===== src/panel_pkg.sv =====
`default_nettype none

package panel_pkg;

	// switch fields
	localparam int SW_RDWR = 17;  // high selects read
	localparam int SW_DISP_SEL = 16;  // high shows last read word
	localparam int SW_FIXED = 15;
	localparam int SW_SEED_HI = 14;
	localparam int SW_SEED_LO = 8;
	localparam int SW_ADDR_HI = 7;
	localparam int SW_ADDR_LO = 0;

	localparam int DEBOUNCE_CYCLES = 16;

	typedef enum logic [2:0] {
		IDLE,
		WR_GO,
		WR_FILL,
		WR_WAIT,
		RD_GO,
		RD_TAKE,
		RD_WAIT
	} state_t;

	// active low, bit 0 is segment a
	localparam logic [6:0] SEG_TABLE [16] = '{
		7'b1000000, 7'b1111001, 7'b0100100, 7'b0110000,
		7'b0011001, 7'b0010010, 7'b0000010, 7'b1111000,
		7'b0000000, 7'b0010000, 7'b0001000, 7'b0000011,
		7'b1000110, 7'b0100001, 7'b0000110, 7'b0001110
	};

endpackage

`default_nettype wire


===== src/bus_pkg.sv =====
`default_nettype none

package bus_pkg;

	localparam int ADDR_W = 28;  // byte address
	localparam int DATA_W = 32;

	localparam int RAM_WORDS = 256;
	localparam int RAM_AW = $clog2(RAM_WORDS);  // word index, byte addr bits 9:2

	localparam int FIFO_DEPTH = 8;  // per master
	localparam int FIFO_AW = $clog2(FIFO_DEPTH);

	localparam int BLOCK_WORDS = 4;  // words per write op

	typedef logic [DATA_W-1:0] word_t;
	typedef logic [ADDR_W-1:0] addr_t;

endpackage

`default_nettype wire

===== src/hex_display.sv =====
`timescale 1ns/100ps
`default_nettype none

module hex_display (
	input bus_pkg::word_t value,
	output logic [6:0] hex0,
	output logic [6:0] hex1,
	output logic [6:0] hex2,
	output logic [6:0] hex3,
	output logic [6:0] hex4,
	output logic [6:0] hex5,
	output logic [6:0] hex6,
	output logic [6:0] hex7
);

	assign hex0 = panel_pkg::SEG_TABLE[value[3:0]];  // bottom nibble
	assign hex1 = panel_pkg::SEG_TABLE[value[7:4]];
	assign hex2 = panel_pkg::SEG_TABLE[value[11:8]];
	assign hex3 = panel_pkg::SEG_TABLE[value[15:12]];
	assign hex4 = panel_pkg::SEG_TABLE[value[19:16]];
	assign hex5 = panel_pkg::SEG_TABLE[value[23:20]];
	assign hex6 = panel_pkg::SEG_TABLE[value[27:24]];
	assign hex7 = panel_pkg::SEG_TABLE[value[31:28]];  // top nibble

endmodule

`default_nettype wire


===== config.mk =====
export PLATFORM = sky130hd
export DESIGN_NAME = hex_display
export DESIGN_NICKNAME = d
export VERILOG_FILES = /design/src/panel_pkg.sv /design/src/bus_pkg.sv /design/src/hex_display.sv
export SDC_FILE = /design/constraint.sdc
export NUM_CORES = 1
export LEC_CHECK = 0
export BUFFER_PORTS_ARGS = -buffer_cell sky130_fd_sc_hd__buf_4
export CAP_MARGIN = 20
export CORE_AREA = 5 5 71 73
export DETAILED_ROUTE_END_ITERATION = 8
export DIE_AREA = 0 0 76 78
export PLACE_DENSITY = 0.82
export SETUP_SLACK_MARGIN = 0.02
export SYNTH_ARGS = -nofsm -noshare
export SYNTH_HDL_FRONTEND = slang
export SYNTH_SLANG_ARGS = --single-unit

===== constraint.sdc =====
create_clock -name vclk -period 1.2
set_clock_uncertainty 0.1 [all_clocks]
set_input_delay 0.12 -clock vclk [all_inputs]
set_output_delay 0.12 -clock vclk [all_outputs]
set_load 0.01 [all_outputs]

==> results of run 1 <==
-- stage by stage --
stage	cell area, um2	setup slack (ns)	hold WS, ns	instances	utilization, %
after floorplan	2133	0.01213	0.2326	258	-
after global placement	3398	-0.2424	0.4853	467	79.14
after detailed placement	3398	-0.3024	0.4918	467	79.14
-- Yosys cell counts --
cell      count
o211ai_1      1
buf_6         3
o31ai_1       8
nor2b_1      10
buf_4         5
mux4_1        2
o21ai_1       3
a32o_1        8
a22o_1       10
a21oi_1       5
mux2_2        3
nand2b_1      2
nor2_1       29
mux2_1        2
and2_1        6
o31a_1        3
nor2_2        3
nand2_1       7
buf_2         8
or3b_1        7
inv_1        25
o21ai_0      19
o22ai_1       1
ha_1         56
mux4_2        6
mux2i_1      26
-- cells by family after synthesis --
group	count (synthesis)	synth area share (%)
simple gates	64	15.31
compound gates	58	18.82
fa+ha+maj	56	32.73
buf+inv	41	9.585
mux	39	23.55
==> metrics.txt, run 1 <==
status=did not finish; Last stage=clock tree synthesis (4_1_cts); Error=[ERROR DPL-0038] Utilization greater than 100%, impossible to legalize; Post-CTS Setup Inserts=21; DPL Wire Length=about 5400 um; ranking of synthesized cells by area=ha_1 (33%), mux2i_1 (12%), mux4_2 (6.3%), nor2_1 (5.1%), o21ai_0 (4.4%); Post-Syn Area=about 0.0021 mm2; Synth Instances=about 260; Starting Density=between 40 and 50%; CTS Hold Bufs=0; cell row count=24; Synth Area per Inst=8.298 um2; sequential fraction of the synthesis area=0%; yosys warns=0; Final GP Congestion=around 0.9; area leader, netlist=ha_1; die width=approximately 76 um; Netlist cell types=26; CTS resizes=264; syn_nets=346; Synth top area share=32.73%; Ports=88; Port Buffers=88; die height=between 70 and 80 um
==> run 2, diff against run 1 <==
CORE_AREA = 5 5 80 82   (was 5 5 71 73)
DIE_AREA = 0 0 85 87   (was 0 0 76 78)
PLACE_DENSITY = default   (was 0.82)
PLACE_DENSITY_LB_ADDON = 0.15   (was default)
SETUP_SLACK_MARGIN = default   (was 0.02)
==> run 2 against run 1 <==
The flow now finishes, with violations (negative setup slack); synthesized cell count unchanged; synthesized area stayed put.
==> metrics.txt, run 2 <==
fin. max-slew vios=0; Area growth, synth to finish=121.7%; Port Buffers=88 (unchanged); Startpoint Class=input port; Worst EP required=between 0.9 and 1 ns; Worst Setup EP=hex4[3]; Max stage delay on crit path=about 0.48 ns; Final min period=approximately 1.4 ns; status=complete, but fails checks (was did not finish); Max-slew headroom=between 80 and 90%; ranking of synthesized cells by area=ha_1 (33%), mux2i_1 (12%), mux4_2 (6.3%), nor2_1 (5.1%), o21ai_0 (4.4%) (unchanged); design area=between 0.004 and 0.005 mm2; Seq cells=0; RSZ-0062 raised after global routing=true; cell row count=28 (was 24); max_cap viols=0; CP Cell Sequence=buf_12 -> inv_8 -> ha_4 -> inv_2 -> mux4_2 -> buf_6; CP Capture Type=primary output; Storage cell area=0 um2; First-pass DRT Iterations=4; failing checks=negative setup slack; synthesized-area fraction occupied by adder cells=32.73% (unchanged); maximum vdd drop=around 0.26 mV; Netlist cell types=26 (unchanged); syn_nets=346 (unchanged); Core ar.=0.005675 mm2; Final setup violation count=slightly above 40; Final GP Congestion=0.8019 (was 0.8988); Final Net Count=519; Design Power=between 0.0015 and 0.002 W; post-synthesis xor/xnor area fraction=0% (unchanged); DPL Wire Length=5067 um (was 5359 um); vias per inst=approximately 5.2; Synth Area in Simple Gates=15.31% (unchanged); Vias=2598; measured slew at the worst slew-check pin=around 0.28 ns; most common cell after layout, fill and taps aside=buf_4; Tot GR Track Use=between 10% and 20%; Finished Layout Cells=between 500 and 600; part of the cycle the worst path needs=116.3%; compound-cell area share of the yosys netlist=18.82% (unchanged); most frequent cells in the layout=buf_4 (118), buf_6 (51), ha_4 (41); Setup WS post-layout=-0.1951 ns; Synth Area per Inst=8.298 um2 (unchanged); largest family of logic cells by synthesized area=adder cells (unchanged); FILL cells=approximately 310; WP data arrival=around 1.2 ns; hold-critical path depth=3; final hold vios=0; yosys warns=0 (unchanged); Cells after DPL=495 (was 467); largest net degree at the start of global routing=13; Crit Path Category=input port to primary output; routed len/inst=17.05 um; Ports=88 (unchanged); Hold Path Class=input port to primary output; Worst Path Max Fanout=4; Post-DRT Antenna Nets=0; number of diodes=0; FMAX=about 720 MHz; DRC=0; Post-Syn Area=0.002141 mm2 (unchanged); die area=0.007395 mm2; initial drt markers=42; initial antenna violation count=0; list of most frequent post-synthesis cells=ha_1 (56), nor2_1 (29), mux2i_1 (26) (unchanged); multiplexer share of the synthesized area=23.55% (unchanged); pre-CTS WS=-0.3059 ns (was -0.3024 ns); Pleak=2.180 nW; sequential fraction of the synthesis area=0% (unchanged); DP Area=0.003452 mm2 (was 0.003398 mm2); first-pass GRT wire length=~12000 um; most frequent cell after synthesis=ha_1 (unchanged); Congestion Overflow GR=0; P per Cell Area=a little under 400 mW/mm2; Synth Instances=258 (unchanged); drt total wl=8591 um; clk_buf instances=0; die width=85 um (was 76 um); vias in the first global route=2668; die height=87 um (was 78 um); Starting Density=37.72% (was 49.85%); Worst setup startpoint=value[16]; Synth top area share=32.73% (unchanged); layout cells sized above 1=between 70% and 80%; area leader, netlist=ha_1 (unchanged); Slowest-stage cell, CP=mux4_2; CTS Hold Bufs=0 (unchanged)
[run 2: cell counts after synthesis]
Identical to the previous run, type by type.
[run 2: per-layer routing]
layer  up-vias  wire length [um]  track usage (%)
met4         0                93            1.583
li1       1272                 -                -
met1      1254              3215            21.12
met2        64              4928            40.68
met3         8               353            1.703
met5         -                 0                0
[run 2: area by class of cell]
type	instances	area (um2)	share of cell area (%)
multi-input combinational	217	2643	55.68
timing repair buffer	187	1800	37.94
inverter	25	209.0	4.403
tap	75	93.84	1.977
[run 2: cells by family after synthesis]
kind of cell	after synthesis
mux	39
buf+inv	41
fa+ha+maj	56
compound gates	58
simple gates	64
[run 2: how the worst min path moves through the flow]
stage                     slack, ns      start       to
after floorplan                0.23   value[5]  hex1[6]
after global placement         0.47  value[15]  hex3[5]
after detailed placement       0.47  value[15]  hex3[5]
after CTS                      0.48  value[15]  hex3[5]
after global routing           0.51  value[15]  hex3[5]
final                          0.49  value[13]  hex3[1]
[run 2: timing repair]
action | CTS | global route
resized for setup | 240 | 80
pin swaps | 37 | 29
endpoints found under the setup margin | 54 | 53
buffers inserted | 9 | 4
[run 2: power breakdown]
part	switching, W	internal, W	total, W
Clock	0	0	0
Sequential	0	0	0
Combinational	0.000807	0.00104	0.00184
Total	0.000807	0.00104	0.00184
[run 2: worst max-delay path, delay by kind of cell]
family / cells / cell delay [ns]
adder cells (fa/ha/maj): 1 / 0.25
multiplexers: 1 / 0.48
buffers and inverters: 4 / 0.32
[run 2: metrics by stage]
stage                     util [%]  hold WS (ns)  TNS [ns]
after detailed placement     60.82        0.4719    -8.855
after floorplan                  -        0.2326         0
after CTS                    77.45        0.4774    -2.547
after global placement       60.82        0.4681    -7.855
final                        83.62        0.4881    -3.297
after global routing         83.62        0.5085    -4.886
No activity file was read; power rests on OpenSTA's default activity.
