<file path="config.mk">
export PLATFORM = sky130hd
export DESIGN_NAME = write_master_flat
export DESIGN_NICKNAME = d
export VERILOG_FILES = /design/src/bus_pkg.sv /design/src/master_if.sv /design/src/write_master.sv /design/src/flat_wrapper.sv
export SDC_FILE = /design/constraint.sdc
export NUM_CORES = 1
export LEC_CHECK = 0
export BUFFER_PORTS_ARGS = -buffer_cell sky130_fd_sc_hd__buf_2
export CAP_MARGIN = 30
export CORE_MARGIN = 1.5
export CORE_UTILIZATION = 40
export DETAILED_ROUTE_END_ITERATION = 10
export GPL_TIMING_DRIVEN = 0
export SLEW_MARGIN = 20
export SYNTH_ARGS = -nofsm -noshare
export SYNTH_HDL_FRONTEND = slang
export SYNTH_SLANG_ARGS = --single-unit
</file>
<file path="constraint.sdc">
create_clock -name CLOCK_50 -period 3.9 [get_ports CLOCK_50]
set_input_delay 0.585 -clock CLOCK_50 [delete_from_list [all_inputs] [get_ports CLOCK_50]]
set_output_delay 0.585 -clock CLOCK_50 [all_outputs]
set_load 0.01 [all_outputs]
</file>
<file path="src/bus_pkg.sv">
`default_nettype none

package bus_pkg;

	localparam int ADDR_W = 28;  // byte address
	localparam int DATA_W = 32;

	localparam int RAM_WORDS = 256;
	localparam int RAM_AW = $clog2(RAM_WORDS);  // word index, byte addr bits 9:2

	localparam int FIFO_DEPTH = 8;  // per master
	localparam int FIFO_AW = $clog2(FIFO_DEPTH);

	localparam int BLOCK_WORDS = 4;  // words per write op

	typedef logic [DATA_W-1:0] word_t;
	typedef logic [ADDR_W-1:0] addr_t;

endpackage

`default_nettype wire
</file>
<file path="src/master_if.sv">
`timescale 1ns/100ps
`default_nettype none

interface master_ctl_if;
	logic fixed_location;
	bus_pkg::addr_t base;
	bus_pkg::addr_t length;  // in bytes
	logic go;
	logic done;

	modport fsm (output fixed_location, base, length, go, input done);
	modport master (input fixed_location, base, length, go, output done);
endinterface


`default_nettype wire

</file>
<file path="src/write_master.sv">
`timescale 1ns/100ps
`default_nettype none

module write_master (
	input logic CLOCK_50,
	input logic arst_n,
	master_ctl_if.master ctl,
	input logic write_buffer,
	input bus_pkg::word_t buffer_data,
	output logic buffer_full,
	output logic ram_write,
	output logic [bus_pkg::RAM_AW-1:0] ram_addr,
	output bus_pkg::word_t ram_wdata
);

	bus_pkg::word_t fifo [bus_pkg::FIFO_DEPTH];
	logic [bus_pkg::FIFO_AW-1:0] wr_ptr;
	logic [bus_pkg::FIFO_AW-1:0] rd_ptr;
	logic [bus_pkg::FIFO_AW:0] count;
	logic push;
	logic active;
	logic fixed;
	bus_pkg::addr_t cur_addr;
	bus_pkg::addr_t words_left;

	assign buffer_full = count[bus_pkg::FIFO_AW];  // count reached depth
	assign push = write_buffer && !buffer_full;
	assign ram_write = active && (count != '0);  // one word per cycle
	assign ram_addr = cur_addr[bus_pkg::RAM_AW+1:2];
	assign ram_wdata = fifo[rd_ptr];

	always_ff @(posedge CLOCK_50) begin
		if (push) fifo[wr_ptr] <= buffer_data;
		if (ctl.go) begin
			cur_addr <= ctl.base;
			fixed <= ctl.fixed_location;
		end else if (ram_write && !fixed) begin
			cur_addr <= cur_addr + bus_pkg::addr_t'(4);
		end
	end

	always_ff @(posedge CLOCK_50 or negedge arst_n) begin
		if (!arst_n) begin
			wr_ptr <= '0;
			rd_ptr <= '0;
			count <= '0;
			active <= 1'b0;
			words_left <= '0;
			ctl.done <= 1'b0;
		end else begin
			ctl.done <= 1'b0;
			if (push) wr_ptr <= wr_ptr + 1'b1;
			if (ram_write) rd_ptr <= rd_ptr + 1'b1;
			case ({push, ram_write})
				2'b10: count <= count + 1'b1;
				2'b01: count <= count - 1'b1;
				default: ;
			endcase
			if (ctl.go) begin
				active <= 1'b1;
				words_left <= ctl.length >> 2;  // bytes to words
			end else if (ram_write) begin
				words_left <= words_left - 1'b1;
				if (words_left == bus_pkg::addr_t'(1)) begin
					active <= 1'b0;
					ctl.done <= 1'b1;
				end
			end
		end
	end

	a_no_push_full: assert property (@(posedge CLOCK_50) disable iff (!arst_n)
		write_buffer |-> !buffer_full)
		else $error("push into full write buffer");

endmodule

`default_nettype wire

</file>
<file path="src/flat_wrapper.sv">
// flat-port wrapper written by rule: the top's interface ports become plain ports
module write_master_flat 
  (CLOCK_50, arst_n, write_buffer, buffer_data, buffer_full, ram_write, ram_addr, ram_wdata, ctl_fixed_location, ctl_base, ctl_length, ctl_go, ctl_done);
  master_ctl_if ctl_i ();
  input logic CLOCK_50;
  input logic arst_n;
  input logic write_buffer;
  input bus_pkg::word_t buffer_data;
  output logic buffer_full;
  output logic ram_write;
  output logic [bus_pkg::RAM_AW-1:0] ram_addr;
  output bus_pkg::word_t ram_wdata;
  input wire logic [$bits(ctl_i.fixed_location)-1:0] ctl_fixed_location;
  input wire logic [$bits(ctl_i.base)-1:0] ctl_base;
  input wire logic [$bits(ctl_i.length)-1:0] ctl_length;
  input wire logic [$bits(ctl_i.go)-1:0] ctl_go;
  output wire logic [$bits(ctl_i.done)-1:0] ctl_done;
  assign ctl_i.fixed_location = ctl_fixed_location;
  assign ctl_i.base = ctl_base;
  assign ctl_i.length = ctl_length;
  assign ctl_i.go = ctl_go;
  assign ctl_done = ctl_i.done;
  write_master u_core (.CLOCK_50(CLOCK_50), .arst_n(arst_n), .ctl(ctl_i), .write_buffer(write_buffer), .buffer_data(buffer_data), .buffer_full(buffer_full), .ram_write(ram_write), .ram_addr(ram_addr), .ram_wdata(ram_wdata));
endmodule
</file>
==> summary.md <==
| Metric | Value |
|---|---|
| Tmin final | 3.432 ns |
| Die extent in x | 178.8 um |
| Core Area | 30510 um^2 |
| Nets | 935 |
| Vias per inst | 5.247 |
| I/O pin cnt | 136 |
| Outcome | complete, no violations |
| Dpl cells | 1194 |
| Die area | 31980 um^2 |
| Final hold slack | 0.02716 ns |
| Clock share of power | 0.306 |
| Share of post-route cells with drive strength above 1 | 0.3516 |
| CP Capture Type | output pin |
| Resized cells post-CTS | 0 |
| Grt ovf | 0 |
| Num CTS Buffers | 34 |
| DRC | 0 |
| R2R depth | 10 |
| R2r endpoint | u_core.count[2] |
| Synth Area in Compound Gates | 0.02864 |
| Post-Syn Nets | 767 |
| Top cell type by total area after synthesis | edfxtp_1 |
| Switching share of power | 0.2874 |
| Crit Path Category | flop to output pin |
| Mapped Area | 12370 um^2 |
| CP Max Fanout | 10 |
| Drt pass-1 iters | 5 |
| Vias in the first global route | 6681 |
| HPWL after DPL | 16480 um |
| Req. time, crit path | 3.31 ns |
| Largest family of logic cells by synthesized area | multiplexers |
| Total Routing Usage GR | 0.1644 |
| Proportion of synthesized area in mux cells | 0.1493 |
| Mapped Avg Cell Area | 18.57 um^2 |
| Starting Density | 0.4053 |
| Rows | 64 |
| Async SR Flop Fraction | 0.1311 |
| Post-place setup slack | 0.9317 ns |
| Final Skew | 0.01563 ns |
| Unrepaired setup endpoints after global routing | false |
| Distinct cells, synth | 38 |
| #FFs+latches synth | 305 |
| Finished Layout Cells | 1256 |
| Synth Area in Simple Gates | 0.06000 |
| CTS tree | yes |
| WL/cell | 20.39 um |
| Crit path DAT | 2.85 ns |
| Slew @ Worst Pin | 0.8679 ns |
| DR iter-0 viols | 456 |
| Logic pwr share | 0.290 |
| CP peak stage delay | 0.68 ns |
| H-tree Lvls | 2 |
| Worst skew pair latency | 0.51 ns |
| Prevailing post-synth register cell | edfxtp_1 |
| Post-CTS Setup Bufs | 0 |
| Die height | 178.8 um |
| P_sw | 2.953 mW |
| CTS Buffer Depth | 3 |
| Count of final max-slew check failures | 0 |
| # setup viols final | 0 |
| Detailed-route via count | 6590 |
| Placed inst area | 13780 um^2 |
| Max IR drop VDD | 0.0003617 V |
| XOR/XNOR Fraction of Synth Area | 0.01771 |
| Worst hold-check path type | input port to asynchronous set/reset pin |
| P&R area growth vs syn | 20.41% |
| Sequential Power Share | 0.404 |
| Post-Syn Instances | 666 |
| Slew HR | 0.4214 |
| Synth warnings | 0 |
| Internal | 7.322 mW |
| Fin. Hold Viols | 0 |
| Crit start category | flop |
| Critical path, cell by cell | clkbuf_1 -> clkbuf_1 -> mux4_2 -> mux2_2 -> buf_2 |
| Largest net degree at the start of global routing | 24 |
| Routability cong. | 0.7456 |
| # port buffers | 113 |
| # Max-Cap Violations | 0 |
| Pleak | 5.049 nW |
| Initial antenna violation count | 3 |
| EDFF count, synth | 265 |
| Slowest stage cell on the critical path | clkbuf_1 |
| Routed wire length | 25610 um |
| Top cell type's share of synthesized area | 0.6435 |
| Fin worst setup slack | 0.4683 ns |
| Fmax | 0.2914 GHz |
| Period utilization | 0.8799 |
| Sequential area share after synthesis | 0.7245 |
| Final ANT Viol Nets | 0 |
| Area contributors post-synth | edfxtp_1, mux4_2, dfrtp_1, mux2_2, or4_1 |
| Top cell by count, worst path | clkbuf_1 |
| CTS clk-pin slew, worst paths | 0.06 ns |
| Design area | 14890 um^2 |
| R2R Path Start | u_core.count[1] |
| Reg2Reg Setup Slack | 1.21 ns |
| First-pass GRT wire length | 38870 um |
| Clock sink count | 305 |
| Post-Synth Adder-Cell Area | 0.008095 |
| Clock Tree Root | clkbuf_16 |
| PwrDens | 690.1 nW/um^2 |
| Cts hold-fix bufs | 0 |
[synth_stat cells (all sizes together) (8+ instances only)]
library cell    n
mux4           64
nor3           10
o31ai          14
ha              8
or4            19
xnor2          10
dfrtp          40
buf             9
a31oi          14
clkbuf         22
edfxtp        265
xor2           15
o21ai          22
nand3          10
nand2          30
nor2           27
mux2           36
[cells in the final DEF, fill, tap and decap left out, drive strengths merged, types with 3 or more instances in the layout]
cell type  instances
edfxtp           265
nand2b             3
ha                 8
mux4              64
xnor2             10
inv                7
buf              141
a31oi             14
nand2             30
nor3              10
xor2              15
or3                6
o21ai             22
o31ai             14
nand4              6
nand3b             4
nor4               6
bufinv             4
mux2              36
clkbuf            62
clkinv            15
nor2b              4
a21oi              4
or4               19
or2                3
dfrtp             40
nand3             10
nor2              27
[stage by stage]
| stage | setup TNS [ns] | utilization | power [mW] |
|---|---|---|---|
| CTS | 0 | 0.4879 | 10.43 |
| floorplan | 0 | - | 6.160 |
| global placement | -296.36 | 0.4401 | 7.130 |
| global route | 0 | 0.4879 | 10.80 |
| detailed placement | 0 | 0.4517 | 7.264 |
| finish | 0 | 0.4880 | 10.27 |
[layout make-up]
type	instances	area (um^2)
Antenna cell	1	2.502
Buffer	31	126.4
Sequential cell	305	8959
Multi-Input combinational cell	325	3317
Fill cell	2571	15620
Timing Repair Buffer	132	864.6
Clock inverter	21	211.5
Clock buffer	40	894.6
Tap cell	396	495.5
Inverter	5	18.77
[power by group through the flow]
stage               Clock (mW)  Combinational [mW]  Sequential, mW
finish                    3.14                2.98            4.15
global route              3.35                3.27            4.19
CTS                       3.22                3.06            4.15
detailed placement           0                3.05            4.21
global placement             0                2.90            4.23
floorplan                    0                1.98            4.18
[worst max-delay path, delay by kind of cell, from the launching register on]
family | cells | cell delay, ns
muxes | 2 | 0.70
DFF | 1 | 0.37
buffers and inverters | 3 | 1.26
[worst max path at each step]
stage,endpoint,cells after the start,startpoint
6_report,ram_wdata[2],5,u_core.rd_ptr[1]
3_5_place_dp,u_core.fifo[4][16],7,write_buffer
3_3_place_gp,u_core.fifo[4][15],4,write_buffer
5_1_grt,ram_wdata[2],5,u_core.rd_ptr[1]
4_1_cts,ram_wdata[2],5,u_core.rd_ptr[1]
2_1_floorplan,u_core.fifo[0][0],3,write_buffer
[layer usage]
layer  vias up  routed length [um]  track usage
met5         -                  36            0
met4         6                 301      0.03924
met3        31                1459      0.03584
li1       3044                   -            -
met2       167               12540       0.2732
met1      3342               11270       0.2209
[sequential cells by signal (all words and copies together) (netlist names)]
name and count:
u_core.rd_ptr 3, u_core.cur_addr 8, u_core.fixed 1, u_core.wr_ptr 3
u_core.count 4, u_core.fifo 256, u_core.words_left 28, u_core.ctl.done 1
u_core.active 1
[kinds of logic after synthesis]
| logic type | count (synthesis) |
|---|---|
| buffers and inverters | 36 |
| flip-flops | 305 |
| adder cells (fa/ha/maj) | 8 |
| AO/OA/AOI/OAI | 57 |
| AND/OR/NAND/NOR | 135 |
| multiplexers | 100 |
| XOR/XNOR | 25 |
(Power assumes the default switching activity.)
