`src/bus_pkg.sv`:
```
`default_nettype none

package bus_pkg;

	localparam int ADDR_W = 28;  // byte address
	localparam int DATA_W = 32;

	localparam int RAM_WORDS = 256;
	localparam int RAM_AW = $clog2(RAM_WORDS);  // word index, byte addr bits 9:2

	localparam int FIFO_DEPTH = 8;  // per master
	localparam int FIFO_AW = $clog2(FIFO_DEPTH);

	localparam int BLOCK_WORDS = 4;  // words per write op

	typedef logic [DATA_W-1:0] word_t;
	typedef logic [ADDR_W-1:0] addr_t;

endpackage

`default_nettype wire
```
`src/master_if.sv`:
```
`timescale 1ns/100ps
`default_nettype none

interface master_ctl_if;
	logic fixed_location;
	bus_pkg::addr_t base;
	bus_pkg::addr_t length;  // in bytes
	logic go;
	logic done;

	modport fsm (output fixed_location, base, length, go, input done);
	modport master (input fixed_location, base, length, go, output done);
endinterface

interface rd_mem_if;
	logic read;
	logic [bus_pkg::RAM_AW-1:0] addr;  // word index
	bus_pkg::word_t readdata;
	logic readdatavalid;  // one cycle after read

	modport master (output read, addr, input readdata, readdatavalid);
	modport ram (input read, addr, output readdata, readdatavalid);
endinterface

`default_nettype wire

```
`src/read_master.sv`:
```
`timescale 1ns/100ps
`default_nettype none

module read_master (
	input logic CLOCK_50,
	input logic arst_n,
	master_ctl_if.master ctl,
	rd_mem_if.master mem,
	input logic read_buffer,
	output bus_pkg::word_t buffer_data,
	output logic data_available
);

	bus_pkg::word_t fifo [bus_pkg::FIFO_DEPTH];
	logic [bus_pkg::FIFO_AW-1:0] wr_ptr;
	logic [bus_pkg::FIFO_AW-1:0] rd_ptr;
	logic [bus_pkg::FIFO_AW:0] count;
	logic [bus_pkg::FIFO_AW:0] pending;  // reads in flight
	logic pop;
	logic active;
	bus_pkg::addr_t cur_addr;
	bus_pkg::addr_t issue_left;
	bus_pkg::addr_t recv_left;
	logic fixed;

	assign data_available = (count != '0);
	assign buffer_data = fifo[rd_ptr];  // head of fifo
	assign pop = read_buffer && data_available;
	assign mem.read = active && (issue_left != '0) &&
		(int'(count) + int'(pending) < bus_pkg::FIFO_DEPTH);
	assign mem.addr = cur_addr[bus_pkg::RAM_AW+1:2];

	always_ff @(posedge CLOCK_50) begin
		if (mem.readdatavalid) fifo[wr_ptr] <= mem.readdata;
		if (ctl.go) begin
			cur_addr <= ctl.base;
			fixed <= ctl.fixed_location;
		end else if (mem.read && !fixed) begin
			cur_addr <= cur_addr + bus_pkg::addr_t'(4);
		end
	end

	always_ff @(posedge CLOCK_50 or negedge arst_n) begin
		if (!arst_n) begin
			wr_ptr <= '0;
			rd_ptr <= '0;
			count <= '0;
			pending <= '0;
			active <= 1'b0;
			issue_left <= '0;
			recv_left <= '0;
			ctl.done <= 1'b0;
		end else begin
			ctl.done <= 1'b0;
			if (mem.readdatavalid) wr_ptr <= wr_ptr + 1'b1;
			if (pop) rd_ptr <= rd_ptr + 1'b1;
			case ({mem.readdatavalid, pop})
				2'b10: count <= count + 1'b1;
				2'b01: count <= count - 1'b1;
				default: ;
			endcase
			case ({mem.read, mem.readdatavalid})
				2'b10: pending <= pending + 1'b1;
				2'b01: pending <= pending - 1'b1;
				default: ;
			endcase
			if (ctl.go) begin
				active <= 1'b1;
				issue_left <= ctl.length >> 2;
				recv_left <= ctl.length >> 2;
			end else begin
				if (mem.read) issue_left <= issue_left - 1'b1;
				if (mem.readdatavalid) begin
					recv_left <= recv_left - 1'b1;
					if (recv_left == bus_pkg::addr_t'(1)) begin
						active <= 1'b0;  // last word now in fifo
						ctl.done <= 1'b1;
					end
				end
			end
		end
	end

	a_no_pop_empty: assert property (@(posedge CLOCK_50) disable iff (!arst_n)
		read_buffer |-> data_available)
		else $error("pop from empty read buffer");

endmodule

`default_nettype wire

```
`src/flat_wrapper.sv`:
```
// flat-port wrapper written by rule: the top's interface ports become plain ports
module read_master_flat 
  (CLOCK_50, arst_n, read_buffer, buffer_data, data_available, ctl_fixed_location, ctl_base, ctl_length, ctl_go, ctl_done, mem_read, mem_addr, mem_readdata, mem_readdatavalid);
  master_ctl_if ctl_i ();
  rd_mem_if mem_i ();
  input logic CLOCK_50;
  input logic arst_n;
  input logic read_buffer;
  output bus_pkg::word_t buffer_data;
  output logic data_available;
  input wire logic [$bits(ctl_i.fixed_location)-1:0] ctl_fixed_location;
  input wire logic [$bits(ctl_i.base)-1:0] ctl_base;
  input wire logic [$bits(ctl_i.length)-1:0] ctl_length;
  input wire logic [$bits(ctl_i.go)-1:0] ctl_go;
  output wire logic [$bits(ctl_i.done)-1:0] ctl_done;
  output wire logic [$bits(mem_i.read)-1:0] mem_read;
  output wire logic [$bits(mem_i.addr)-1:0] mem_addr;
  input wire logic [$bits(mem_i.readdata)-1:0] mem_readdata;
  input wire logic [$bits(mem_i.readdatavalid)-1:0] mem_readdatavalid;
  assign ctl_i.fixed_location = ctl_fixed_location;
  assign ctl_i.base = ctl_base;
  assign ctl_i.length = ctl_length;
  assign ctl_i.go = ctl_go;
  assign ctl_done = ctl_i.done;
  assign mem_read = mem_i.read;
  assign mem_addr = mem_i.addr;
  assign mem_i.readdata = mem_readdata;
  assign mem_i.readdatavalid = mem_readdatavalid;
  read_master u_core (.CLOCK_50(CLOCK_50), .arst_n(arst_n), .ctl(ctl_i), .mem(mem_i), .read_buffer(read_buffer), .buffer_data(buffer_data), .data_available(data_available));
endmodule
```
`config.mk`:
```
export PLATFORM = sky130hd
export DESIGN_NAME = read_master_flat
export DESIGN_NICKNAME = d
export VERILOG_FILES = /design/src/bus_pkg.sv /design/src/master_if.sv /design/src/read_master.sv /design/src/flat_wrapper.sv
export SDC_FILE = /design/constraint.sdc
export NUM_CORES = 1
export LEC_CHECK = 0
export ABC_CLOCK_PERIOD_IN_PS = 3900
export BUFFER_PORTS_ARGS = -buffer_cell sky130_fd_sc_hd__clkbuf_2
export CAP_MARGIN = 25
export CORE_UTILIZATION = 40
export DETAILED_ROUTE_END_ITERATION = 10
export PLACE_DENSITY_LB_ADDON = 0.25
export SYNTH_ARGS = -nofsm -noshare
export SYNTH_HDL_FRONTEND = slang
export SYNTH_SLANG_ARGS = --single-unit
export TNS_END_PERCENT = 20
```
`constraint.sdc`:
```
create_clock -name CLOCK_50 -period 3.9 [get_ports CLOCK_50]
set_clock_uncertainty 0.1 [all_clocks]
set_input_delay 0 -clock CLOCK_50 [delete_from_list [all_inputs] [get_ports CLOCK_50]]
set_output_delay 0 -clock CLOCK_50 [all_outputs]
set_load 0.03 [all_outputs]
```
==> reports/qor.txt <==
status = complete, no violations
DR iter-0 viols = 414
asr flop ratio synth = 21.4%
switching share of power = 33.2%
Initial Util = 41.0%
Critical Path End = u_core.pending[3]$_DFFE_PN0P_
fraction of layout cells with a size suffix above 1 = 30.9%
routed vias = 8114
Post-synth EDFFs = 265
Critical Path RT = 4200 ps
FF-to-FF Start = u_core.issue_left[15]$_DFFE_PN0P_
Post-Syn Area = 0.0143 mm²
PortBufs = 114
CTS Buf Count = 37
Multi-input gate area = 0.00438 mm²
TritonCTS clock tree = yes
Peak VDD IR = 0.411 mV
DR pass1 iterations = 5
syn nets = 964
Root Buffer = clkbuf_16
Synth area leaders = edfxtp_1, dfrtp_1, mux4_2, mux2_2, xor2_1
worst hold path type = primary input to flop
worst-case reg-to-reg path depth = 10
library cells used by synthesis = 66
Placer Congestion = 0.793
Tcrit/Tclk final = 84.6%
max-slew violations = 0
post-synthesis area per instance = 16.8 µm²
Reg power frac = 40.0%
top cells by count, synth = edfxtp_1, dfrtp_1, mux4_2
pwr dens = 702 mW/mm²
Setup crit end kind = flop
min Tclk post-route = 3300 ps
vias per inst = 5.25
clk_lat worst skew = 520 ps
Final setup viols = 0
die area = 0.0365 mm²
MaxCap Viol Count = 0
Tot Pwr = 12.3 mW
remaining global-route overflow = 0
clk buf depth = 3
largest net degree at the start of global routing = 55
most common cell in the netlist = edfxtp_1
FF/Latch Area = 0.00977 mm²
TNS Setup = 0 ps
Cells after Synth = 852
Worst setup SP type = flop
global-route wire length before repair = 47300 µm
headroom to the max-slew limit = 40.3%
Clk network pwr share = 27.4%
CTS resizes = 0
vias in the first global route = 8383
Warnings, synthesis = 0
final hold viol count = 0
synthesis-to-layout area growth = 22.3%
Post-CTS Setup Inserts = 0
Logic pwr share = 32.6%
# DRC = 0
final wirelength = 30000 µm
antenna viol nets, final = 0
Hold Buf Count CTS = 73
Seq/Total Area, Yosys = 68.2%
Worst R2R End = u_core.pending[3]$_DFFE_PN0P_
Max Fclk = 0.303 GHz
P_int = 8.20 mW
Total GRT Usage = 16.8%
Fillers = 2918
RSZ-0062 raised after global routing = false
htree depth = 2
top_reg_cell synth = edfxtp_1
Worst Setup SP = u_core.issue_left[15]$_DFFE_PN0P_
NumNets Final = 1177
CP Max Fanout = 7
Synth area leader = edfxtp_1
die width = 191 µm
Die Y = 191 µm
Leakage = 6.15 nW
R2R setup slack = 600 ps
DP HPWL = 18200 µm
Ports = 137
Crit Path Class = flop to flop
clk slew on worst S/H paths = 60 ps
average wire per cell in the routed design = 19.4 µm
Core ar. = 0.0349 mm²
Worst Tran Pin Value = 891 ps
antenna violations before repair = 1
#FFs+latches synth = 337
share of the synthesized area in the top cell type = 55.6%
Sink Count = 337
Site Rows = 68
Arr. time, crit path = 3600 ps
switching power = 4.08 mW
Worst Hold Launch = ctl_fixed_location
power by group through the flow:
| stage | clock network (mW) | logic, mW | registers (mW) |
|---|---|---|---|
| detailed placement | 0 | 3.93 | 5.05 |
| floorplan | 0 | 2.98 | 4.83 |
| finish | 3.36 | 4.01 | 4.91 |
| global placement | 0 | 3.91 | 5.03 |
| global route | 3.57 | 4.34 | 4.99 |
| CTS | 3.45 | 4.02 | 4.98 |
through the flow:
| step | util, % | std cells | cell area [µm²] | setup slack, ps | hold slack (ps) |
|---|---|---|---|---|---|
| final | 50.2 | 1546 | 17500 | 602 | 115 |
| after global routing | 50.2 | 1546 | 17500 | 408 | 102 |
| after CTS | 50.1 | 1544 | 17500 | 579 | 86.7 |
| after detailed placement | 44.6 | 1407 | 15600 | 601 | -74.7 |
| after global placement | 44.6 | 1406 | 15600 | 595 | -70.7 |
| after floorplan | - | 852 | 14300 | 533 | -396 |
how the worst min path moves through the flow:
stage | cells after the start | end | slack, ps
floorplan | 0 | u_core.active$_DFFE_PN0P_ | -400
global placement | 1 | u_core.recv_left[7]$_DFFE_PN0P_ | -70
detailed placement | 1 | u_core.recv_left[7]$_DFFE_PN0P_ | -70
CTS | 2 | u_core.fixed$_DFFE_PP_ | 90
global route | 2 | u_core.fixed$_DFFE_PP_ | 100
finish | 2 | u_core.fixed$_DFFE_PP_ | 120
logic make-up (layout without fill, tap and decap cells):
family,Yosys count,in the layout,share of synthesized area [%]
adder cells (fa/ha/maj),18,18,1.68
buffers and inverters,57,295,1.58
AND/OR/NAND/NOR,190,190,7.22
multiplexers,113,113,13.9
AO/OA/AOI/OAI,88,88,4.40
flip-flops,337,337,68.2
other,0,1,0
XOR/XNOR,49,49,3.00
flip-flops by register name (all words and copies together) (netlist names):
| name | cells |
|---|---|
| u_core.fixed | 1 |
| u_core.active | 1 |
| u_core.count | 4 |
| u_core.rd_ptr | 3 |
| u_core.wr_ptr | 3 |
| u_core.ctl.done | 1 |
| u_core.pending | 4 |
| u_core.issue_left | 28 |
| u_core.recv_left | 28 |
| u_core.cur_addr | 8 |
| u_core.fifo | 256 |
critical path, cell delays in order, from the launching register on:
cell and delay, ps:
dfrtp_1 440, or4_4 540, or4b_1 700, o21ai_4 250
ha_1 230, ha_1 240, a21o_1 150, a21oi_1 170
xnor2_1 130, nor2_1 60, xor2_1 150
metal layers:
metal  track usage [%]  part of all wire [%]
met1              22.6                    45
met3              2.64                   3.7
met5                 0                     0
met4              4.06                   1.4
met2              28.7                    50
layout by cell type, fill, tap and decap left out, types with 4 or more instances in the layout:
cell,netlist,final
clkbuf_16,0,38
dfrtp_1,72,69
o211ai_1,5,5
a21oi_1,19,19
mux4_2,64,64
ha_1,16,16
a31oi_1,5,5
and3_1,5,5
clkbuf_2,0,113
buf_4,1,23
a211oi_1,4,4
a21boi_0,5,5
nor4_1,11,10
clkinv_2,0,4
buf_12,0,4
o31a_1,4,4
or3_1,10,10
o21ai_0,18,18
xor2_1,28,28
nand3_1,16,16
dlygate4sd3_1,0,72
inv_1,17,16
nand4_1,5,5
nor2_4,0,6
or4_1,10,10
nor3_1,15,13
nor2_1,46,40
edfxtp_1,265,265
mux2_2,46,46
xnor2_1,21,21
nand3b_1,5,5
nand2_1,32,32
nand2b_1,9,9
clkbuf_1,24,10
area by class of cell:
class	instances	share of cell area, %
Clock buffer	50	5.80
Clock inverter	14	0.886
Antenna cell	1	0.0143
Timing Repair Buffer	213	8.82
Tap cell	455	3.25
Sequential cell	337	55.8
Inverter	18	0.386
Multi-Input combinational cell	458	25.0
Power figures use the tool's default switching activity.
