`config.mk`:
```
export PLATFORM = sky130hd
export DESIGN_NAME = key_timer
export DESIGN_NICKNAME = d
export VERILOG_FILES = /design/src/panel_pkg.sv /design/src/key_timer.sv
export SDC_FILE = /design/constraint.sdc
export NUM_CORES = 1
export LEC_CHECK = 0
export ABC_AREA = 1
export BUFFER_PORTS_ARGS = -buffer_cell sky130_fd_sc_hd__buf_2
export CORE_AREA = 2 2 39 41
export CTS_BUF_LIST = sky130_fd_sc_hd__clkbuf_2 sky130_fd_sc_hd__clkbuf_4 sky130_fd_sc_hd__clkbuf_8
export DETAILED_ROUTE_END_ITERATION = 8
export DIE_AREA = 0 0 41 43
export PLACE_DENSITY_LB_ADDON = 0.25
export SYNTH_ARGS = -nofsm -noshare
export SYNTH_HDL_FRONTEND = slang
export SYNTH_SLANG_ARGS = --single-unit
```
`constraint.sdc`:
```
create_clock -name CLOCK_50 -period 1.2 [get_ports CLOCK_50]
set_input_delay 0.06 -clock CLOCK_50 [delete_from_list [all_inputs] [get_ports CLOCK_50]]
set_output_delay 0.06 -clock CLOCK_50 [all_outputs]
set_load 0.005 [all_outputs]
```
`src/panel_pkg.sv`:
```
`default_nettype none

package panel_pkg;

	// switch fields
	localparam int SW_RDWR = 17;  // high selects read
	localparam int SW_DISP_SEL = 16;  // high shows last read word
	localparam int SW_FIXED = 15;
	localparam int SW_SEED_HI = 14;
	localparam int SW_SEED_LO = 8;
	localparam int SW_ADDR_HI = 7;
	localparam int SW_ADDR_LO = 0;

	localparam int DEBOUNCE_CYCLES = 16;

	typedef enum logic [2:0] {
		IDLE,
		WR_GO,
		WR_FILL,
		WR_WAIT,
		RD_GO,
		RD_TAKE,
		RD_WAIT
	} state_t;

	// active low, bit 0 is segment a
	localparam logic [6:0] SEG_TABLE [16] = '{
		7'b1000000, 7'b1111001, 7'b0100100, 7'b0110000,
		7'b0011001, 7'b0010010, 7'b0000010, 7'b1111000,
		7'b0000000, 7'b0010000, 7'b0001000, 7'b0000011,
		7'b1000110, 7'b0100001, 7'b0000110, 7'b0001110
	};

endpackage

`default_nettype wire

```
`src/key_timer.sv`:
```
`timescale 1ns/100ps
`default_nettype none

module key_timer (
	input logic CLOCK_50,
	input logic arst_n,
	input logic key_n,
	output logic press
);

	logic [$clog2(panel_pkg::DEBOUNCE_CYCLES)-1:0] low_cnt;
	logic fired;  // pulse already given for this press

	always_ff @(posedge CLOCK_50 or negedge arst_n) begin
		if (!arst_n) begin
			low_cnt <= '0;
			fired <= 1'b0;
			press <= 1'b0;
		end else begin
			press <= 1'b0;
			if (key_n) begin
				low_cnt <= '0;  // released, rearm
				fired <= 1'b0;
			end else if (!fired) begin
				if (int'(low_cnt) == panel_pkg::DEBOUNCE_CYCLES - 1) begin
					press <= 1'b1;
					fired <= 1'b1;
				end else begin
					low_cnt <= low_cnt + 1'b1;
				end
			end
		end
	end

	a_single_press: assert property (@(posedge CLOCK_50) disable iff (!arst_n)
		press |=> !press)
		else $error("press pulse longer than one cycle");

endmodule

`default_nettype wire

```
==> flow_metrics.env, run 1 <==
export IMPL_run_status="completed"
export IMPL_grt_pass1_vias=232
export IMPL_cpMaxStageDelayCell="dfrtp_1"
export IMPL_yosysWarningCount=0
export IMPL_setup_viol=0
export IMPL_p_comb_share_pct=10.7
export IMPL_crit_chain="ha_2, nand3_2, nand2_2, nand2_2, nand2_1, nand2_1"
export IMPL_final_max_slew_viol_count=0
export IMPL_clock_sinks=6
export IMPL_reg2reg_from="low_cnt[0]$_DFFE_PN0P_"
export IMPL_grt_pass1_wl_um=903
export IMPL_max_freq_mhz=936
export IMPL_switchingPower_uw=96.0
export IMPL_crit_start="low_cnt[0]$_DFFE_PN0P_"
export IMPL_crit_cells=6
export IMPL_first_pass_iters=2
export IMPL_regToRegSetupSlack_ps=130
export IMPL_rows=14
export IMPL_synth_compound_area_share_pct=0
export IMPL_dp_hpwl_um=423
export IMPL_synth_top_cell_area_share_pct=49.0
export IMPL_synthAdderAreaFrac_pct=4.08
export IMPL_skew_ps=0.280
export IMPL_vias_per_cell=4.00
export IMPL_htree_num_levels=1
export IMPL_layout_common_cells="nand2_1, inv_1, dfrtp_1"
export IMPL_pin_count=4
export IMPL_avgRoutedWirePerCell_um=8.05
export IMPL_yosys_top_cells_area="dfrtp_1, nand2_1, nand3_1"
export IMPL_cts_tree="built"
export IMPL_port_buffers=3
export IMPL_grtUsageTotal_pct=7.79
export IMPL_cts_root_buf="clkbuf_4"
export IMPL_drv_cap=0
export IMPL_yosys_area_share_simple_pct=39.6
export IMPL_fin_crit_sh_pct=89.0
export IMPL_criticalPathCategory="flop to flop"
export IMPL_grt_start_max_net_pins=7
export IMPL_synth_xor_area_share_pct=0
export IMPL_initial_utilization_pct=22.2
export IMPL_hold_viol=0
export IMPL_rsz0062_at_grt="no"
export IMPL_num_vias=260
export IMPL_postRouteAntennaNets=0
export IMPL_path_buf_inv=0
export IMPL_drc_errors=0
export IMPL_core_area_mm2=0.00138
export IMPL_ys_seq_elements=6
export IMPL_synth_top_family_by_area="simple AND/OR/NAND/NOR gates"
export IMPL_grt_overflow_total=0
export IMPL_synth_mux_area_share_pct=0
export IMPL_dp_cells=61
export IMPL_dieWidth_um=41
export IMPL_crit_family="simple AND/OR/NAND/NOR gates"
export IMPL_cp_data_arrival_time_ps=1200
export IMPL_design_die_area_mm2=0.00176
export IMPL_synth_cell_types=10
export IMPL_internal_power_uw=346
export IMPL_cts_buffers_inserted=3
export IMPL_syn_num_nets=43
export IMPL_tightest_slew_ps=185
export IMPL_r2r_end="low_cnt[2]$_DFFE_PN0P_"
export IMPL_fin_cells=65
export IMPL_swShare_pct=21.7
export IMPL_n_antenna_cell=0
export IMPL_critPathCapture="low_cnt[2]$_DFFE_PN0P_"
export IMPL_critPathRequiredTime_ps=1330
export IMPL_crit_fanout=6
export IMPL_cts_setup_buffers=0
export IMPL_drt_total_wl_um=523
export IMPL_r2r_cells=6
export IMPL_timing_hold_ws_ps=53.9
export IMPL_die_h_um=43
export IMPL_synthToLayoutAreaGrowth_pct=30.2
export IMPL_startpoint_type="flop"
export IMPL_min_period_ps=1070
export IMPL_cp_slowest_stage_delay_ps=340
export IMPL_drive_gt1_share_pct=26.5
export IMPL_gp_congestion=0.689
export IMPL_clock_path_buffers=2
export IMPL_pwr_share_seq_pct=49.3
export IMPL_clock_latency_ps=240
export IMPL_syn_instance_count=39
export IMPL_p_per_area_mw_per_mm2=1110
export IMPL_postLayoutCoreUtil_pct=28.8
export IMPL_cp_end_kind="flop"
export IMPL_clock_power_share_pct=40.1
export IMPL_synth_area_um2=307
export IMPL_syn_area_per_cell_um2=7.86
export IMPL_clk_pin_slew_ps=40
export IMPL_layout_commonest_cell="nand2_1"
export IMPL_drtIter0Drc=3
export IMPL_fin_tns_setup_ps=0
export IMPL_vdd_drop_max_mv=0.339
export IMPL_yosysSeqAreaShare_pct=49.0
export IMPL_antenna_found_initial=0
export IMPL_relSlewSlack_pct=87.7
export IMPL_p_leak_nw=0.217
export IMPL_fin_nets=55
export IMPL_yosys_area_top_type="dfrtp_1"
export IMPL_hp_class="input port to flop"
worst reg2reg max path, cell delays in order (launching register included):
cell	delay, ps
dfrtp_1	340
ha_2	200
nand3_2	80
nand2_2	130
nand2_2	90
nand2_1	70
nand2_1	50
worst min path at each step:
stage	from	endpoint	slack, ps	cells past startpoint
after floorplan	arst_n	fired$_DFF_PN0_	-240	0
after global placement	arst_n	low_cnt[3]$_DFFE_PN0P_	-100	1
after detailed placement	arst_n	low_cnt[3]$_DFFE_PN0P_	-110	1
after CTS	key_n	press$_DFF_PN0_	40	2
after global routing	key_n	press$_DFF_PN0_	80	2
final	key_n	press$_DFF_PN0_	50	2
logic make-up (layout without fill, tap and decap cells):
| family | Yosys count | after routing |
|---|---|---|
| DFF | 6 | 6 |
| adders and majority gates | 1 | 1 |
| and+or+nand+nor | 26 | 26 |
| buffers and inverters | 6 | 16 |
power by group through the flow:
stage	registers (mW)	clock network, mW	logic (mW)
2_1_floorplan	0.222	0	0.0206
3_3_place_gp	0.221	0	0.0468
3_5_place_dp	0.220	0	0.0446
4_1_cts	0.218	0.189	0.0474
5_1_grt	0.219	0.195	0.0558
6_report	0.218	0.177	0.0472
layer usage:
| metal | up-vias | wire length, um | global-route usage, % | part of all wire (%) |
|---|---|---|---|---|
| met5 | - | 0 | 0 | 0 |
| met4 | 0 | 0 | 8.00 | 0 |
| met3 | 0 | 8 | 1.57 | 1.5 |
| met2 | 2 | 256 | 10.3 | 49 |
| met1 | 114 | 258 | 9.57 | 49 |
| li1 | 144 | - | - | - |
timing repair:
action                                  in CTS  in global routing
hold buffers                                 1                  0
endpoints found under the setup margin       0                  1
hold endpoints to repair                     6                  0
gates resized for setup                      0                  1
per-stage QoR:
stage	setup WS, ps	instance area [um^2]	power [mW]
2_1_floorplan	149	307	0.243
3_3_place_gp	113	364	0.268
3_5_place_dp	116	364	0.265
4_1_cts	108	397	0.454
5_1_grt	14.8	399	0.469
6_report	131	399	0.442
cell usage after synthesis:
library cell / number
nand3_2: 1
nor2_1: 3
ha_1: 1
nand4_1: 2
nand3_1: 5
nor3_1: 1
inv_1: 6
dfrtp_1: 6
nand2_1: 12
nand2_2: 2
flip-flops by register name, indices dropped and copies added, names as in the netlist:
| register | cells |
|---|---|
| fired | 1 |
| low_cnt | 4 |
| press | 1 |
final cells by class:
class / instances / area [um^2]
Fill cell: 150 / 985
Sequential cell: 6 / 150
Clock buffer: 3 / 22.5
Timing Repair Buffer: 7 / 47.5
Tap cell: 16 / 20.0
Inverter: 6 / 22.5
Multi-Input combinational cell: 27 / 136
Power figures use the tool's default switching activity.
==> run 2, diff against run 1 <==
- clock period: 1.2 -> 0.9 ns (I/O delays scaled with it)
==> run 2 against run 1 <==
Net effect: cell count is 6.2% higher; hold slack worse by 31 ps; utilization up 5.0 points; design area increased by 17%; critical path depth unchanged; the run now ends with setup timing left; sequential share of layout area is 5.3 points lower; clock-buffer cell count stayed put; worst setup slack lost 240 ps; non-clock buffer count up 4; flip-flop and latch count unchanged.
==> flow_metrics.env, run 2 (synthesis gave the netlist of run 1 again) <==
export IMPL_cts_buffers_inserted=3
export IMPL_design_die_area_mm2=0.00176
export IMPL_top_register="low_cnt"
export IMPL_p_per_area_mw_per_mm2=1370
export IMPL_largest_register_ffs=4
export IMPL_dieWidth_um=41
export IMPL_regToRegSetupSlack_ps=-110
export IMPL_initial_utilization_pct=22.2
export IMPL_cp_end_kind="flop"
export IMPL_n_antenna_cell=0
export IMPL_first_pass_iters=4
export IMPL_fill_cells=152
export IMPL_grt_pass1_wl_mm=1.04
export IMPL_r2r_end="low_cnt[2]$_DFFE_PN0P_"
export IMPL_rows=14
export IMPL_htree_num_levels=1
export IMPL_hp_start="key_n"
export IMPL_postRouteAntennaNets=0
export IMPL_crit_fanout=6
export IMPL_layout_common_cells="nand2_1, buf_4, inv_1, dfrtp_1, nand3_1"
export IMPL_dp_hpwl_um=499
export IMPL_drtIter0Drc=3
export IMPL_clock_sinks=6
export IMPL_rsz0062_at_grt="yes"
export IMPL_min_to="press$_DFF_PN0_"
export IMPL_holdPathStages=2
export IMPL_cp_data_arrival_time_ps=1130
export IMPL_startpoint_type="flop"
export IMPL_layout_commonest_cell="nand2_1"
export IMPL_grtUsageTotal_pct=10.1
export IMPL_vias_per_cell=4.22
export IMPL_hp_class="input port to flop"
export IMPL_pin_count=4
export IMPL_max_freq_mhz=994
export IMPL_criticalPathCategory="flop to flop"
export IMPL_clock_path_buffers=2
export IMPL_fin_cells=69
export IMPL_gp_congestion=0.746
export IMPL_final_max_slew_viol_count=0
export IMPL_multiInputGateArea_um2=174
export IMPL_timing_hold_ws_ps=22.6
export IMPL_cts_root_buf="clkbuf_4"
export IMPL_clk_pin_slew_ps=50
export IMPL_violations="setup timing"
export IMPL_vdd_drop_max_mv=0.405
export IMPL_setup_slack_ps=-106
export IMPL_p_total_uw=640
export IMPL_drc_errors=0
export IMPL_grt_overflow_total=0
export IMPL_antenna_found_initial=0
export IMPL_cts_tree="built"
export IMPL_clock_latency_ps=250
export IMPL_place_ws_ps=-151
export IMPL_core_area_mm2=0.00138
export IMPL_relSlewSlack_pct=85.8
export IMPL_die_h_um=43
export IMPL_port_buffers=3
export IMPL_reg2reg_from="low_cnt[0]$_DFFE_PN0P_"
export IMPL_num_vias=291
export IMPL_regArea_um2=151
export IMPL_reg_top3="low_cnt x4, fired x1, press x1"
export IMPL_avgRoutedWirePerCell_um=9.61
export IMPL_setup_viol=6
export IMPL_fin_crit_sh_pct=112
export IMPL_tightest_slew_ps=212
export IMPL_hold_viol=0
export IMPL_run_status="finished with violations"
export IMPL_r2r_cells=6
export IMPL_min_period_ps=1010
export IMPL_grt_start_max_net_pins=7
export IMPL_fin_nets=59
export IMPL_p_leak_nw=0.250
export IMPL_grt_pass1_vias=262
export IMPL_critPathRequiredTime_ps=1030
export IMPL_dp_cells=64
export IMPL_drt_total_wl_um=663
export IMPL_synthToLayoutAreaGrowth_pct=52.7
export IMPL_skew_ps=8.34
export IMPL_drv_cap=0
export IMPL_drive_gt1_share_pct=39.6
==> run 2: repair_timing <==
item | in CTS | in global routing
resized for setup | 3 | 5
pin swaps | 4 | 7
hold endpoints to repair | 6 | 0
hold buffers | 1 | 0
buffers inserted | 1 | 0
setup endpoints to repair | 6 | 6
==> run 2: report_power, final <==
| part | leakage (nW) | internal [mW] | switching [mW] |
|---|---|---|---|
| logic | 0.156 | 0.0469 | 0.0448 |
| registers | 0.0796 | 0.282 | 0.0119 |
| clock network | 0.0138 | 0.151 | 0.103 |
| total | 0.250 | 0.480 | 0.160 |
==> run 2: worst max-delay path by stage <==
| stage | start | to | slack (ps) | depth (start not counted) |
|---|---|---|---|---|
| final | low_cnt[0]$_DFFE_PN0P_ | low_cnt[2]$_DFFE_PN0P_ | -110 | 6 |
| after CTS | low_cnt[1]$_DFFE_PN0P_ | low_cnt[2]$_DFFE_PN0P_ | -150 | 6 |
| after global placement | low_cnt[1]$_DFFE_PN0P_ | low_cnt[0]$_DFFE_PN0P_ | -140 | 6 |
| after global routing | low_cnt[0]$_DFFE_PN0P_ | low_cnt[2]$_DFFE_PN0P_ | -160 | 6 |
| after detailed placement | low_cnt[0]$_DFFE_PN0P_ | low_cnt[2]$_DFFE_PN0P_ | -150 | 6 |
| after floorplan | low_cnt[0]$_DFFE_PN0P_ | low_cnt[2]$_DFFE_PN0P_ | -150 | 6 |
==> run 2: layout make-up <==
type,instances,share of cell area [%]
Multi-Input combinational cell,27,37.2
Sequential cell,6,32.4
Timing Repair Buffer,11,16.6
Clock buffer,3,4.81
Inverter,6,4.81
Tap cell,16,4.28
==> run 2: worst max-delay path, cell delays in order, from the launching register on <==
cell and delay [ps]:
dfrtp_1 380, ha_4 170, nand3_4 70, nand2_4 100
nand2_4 50, nand2_1 50, nand2_1 50
==> run 2: through the flow <==
step,instance area [um^2],utilization [%],TNS [ps]
global placement,389,28.1,-683
floorplan,309,-,-570
CTS,444,32.1,-688
detailed placement,389,28.1,-673
global route,468,33.8,-819
finish,468,33.8,-496
==> run 2: routing by layer <==
layer / track usage, % / vias to the layer above / wire length, um
met5: 0 / - / 0
met1: 9.48 / 134 / 288
met3: 4.71 / 2 / 20
met2: 13.8 / 4 / 332
met4: 12.0 / 0 / 22
li1: - / 151 / -
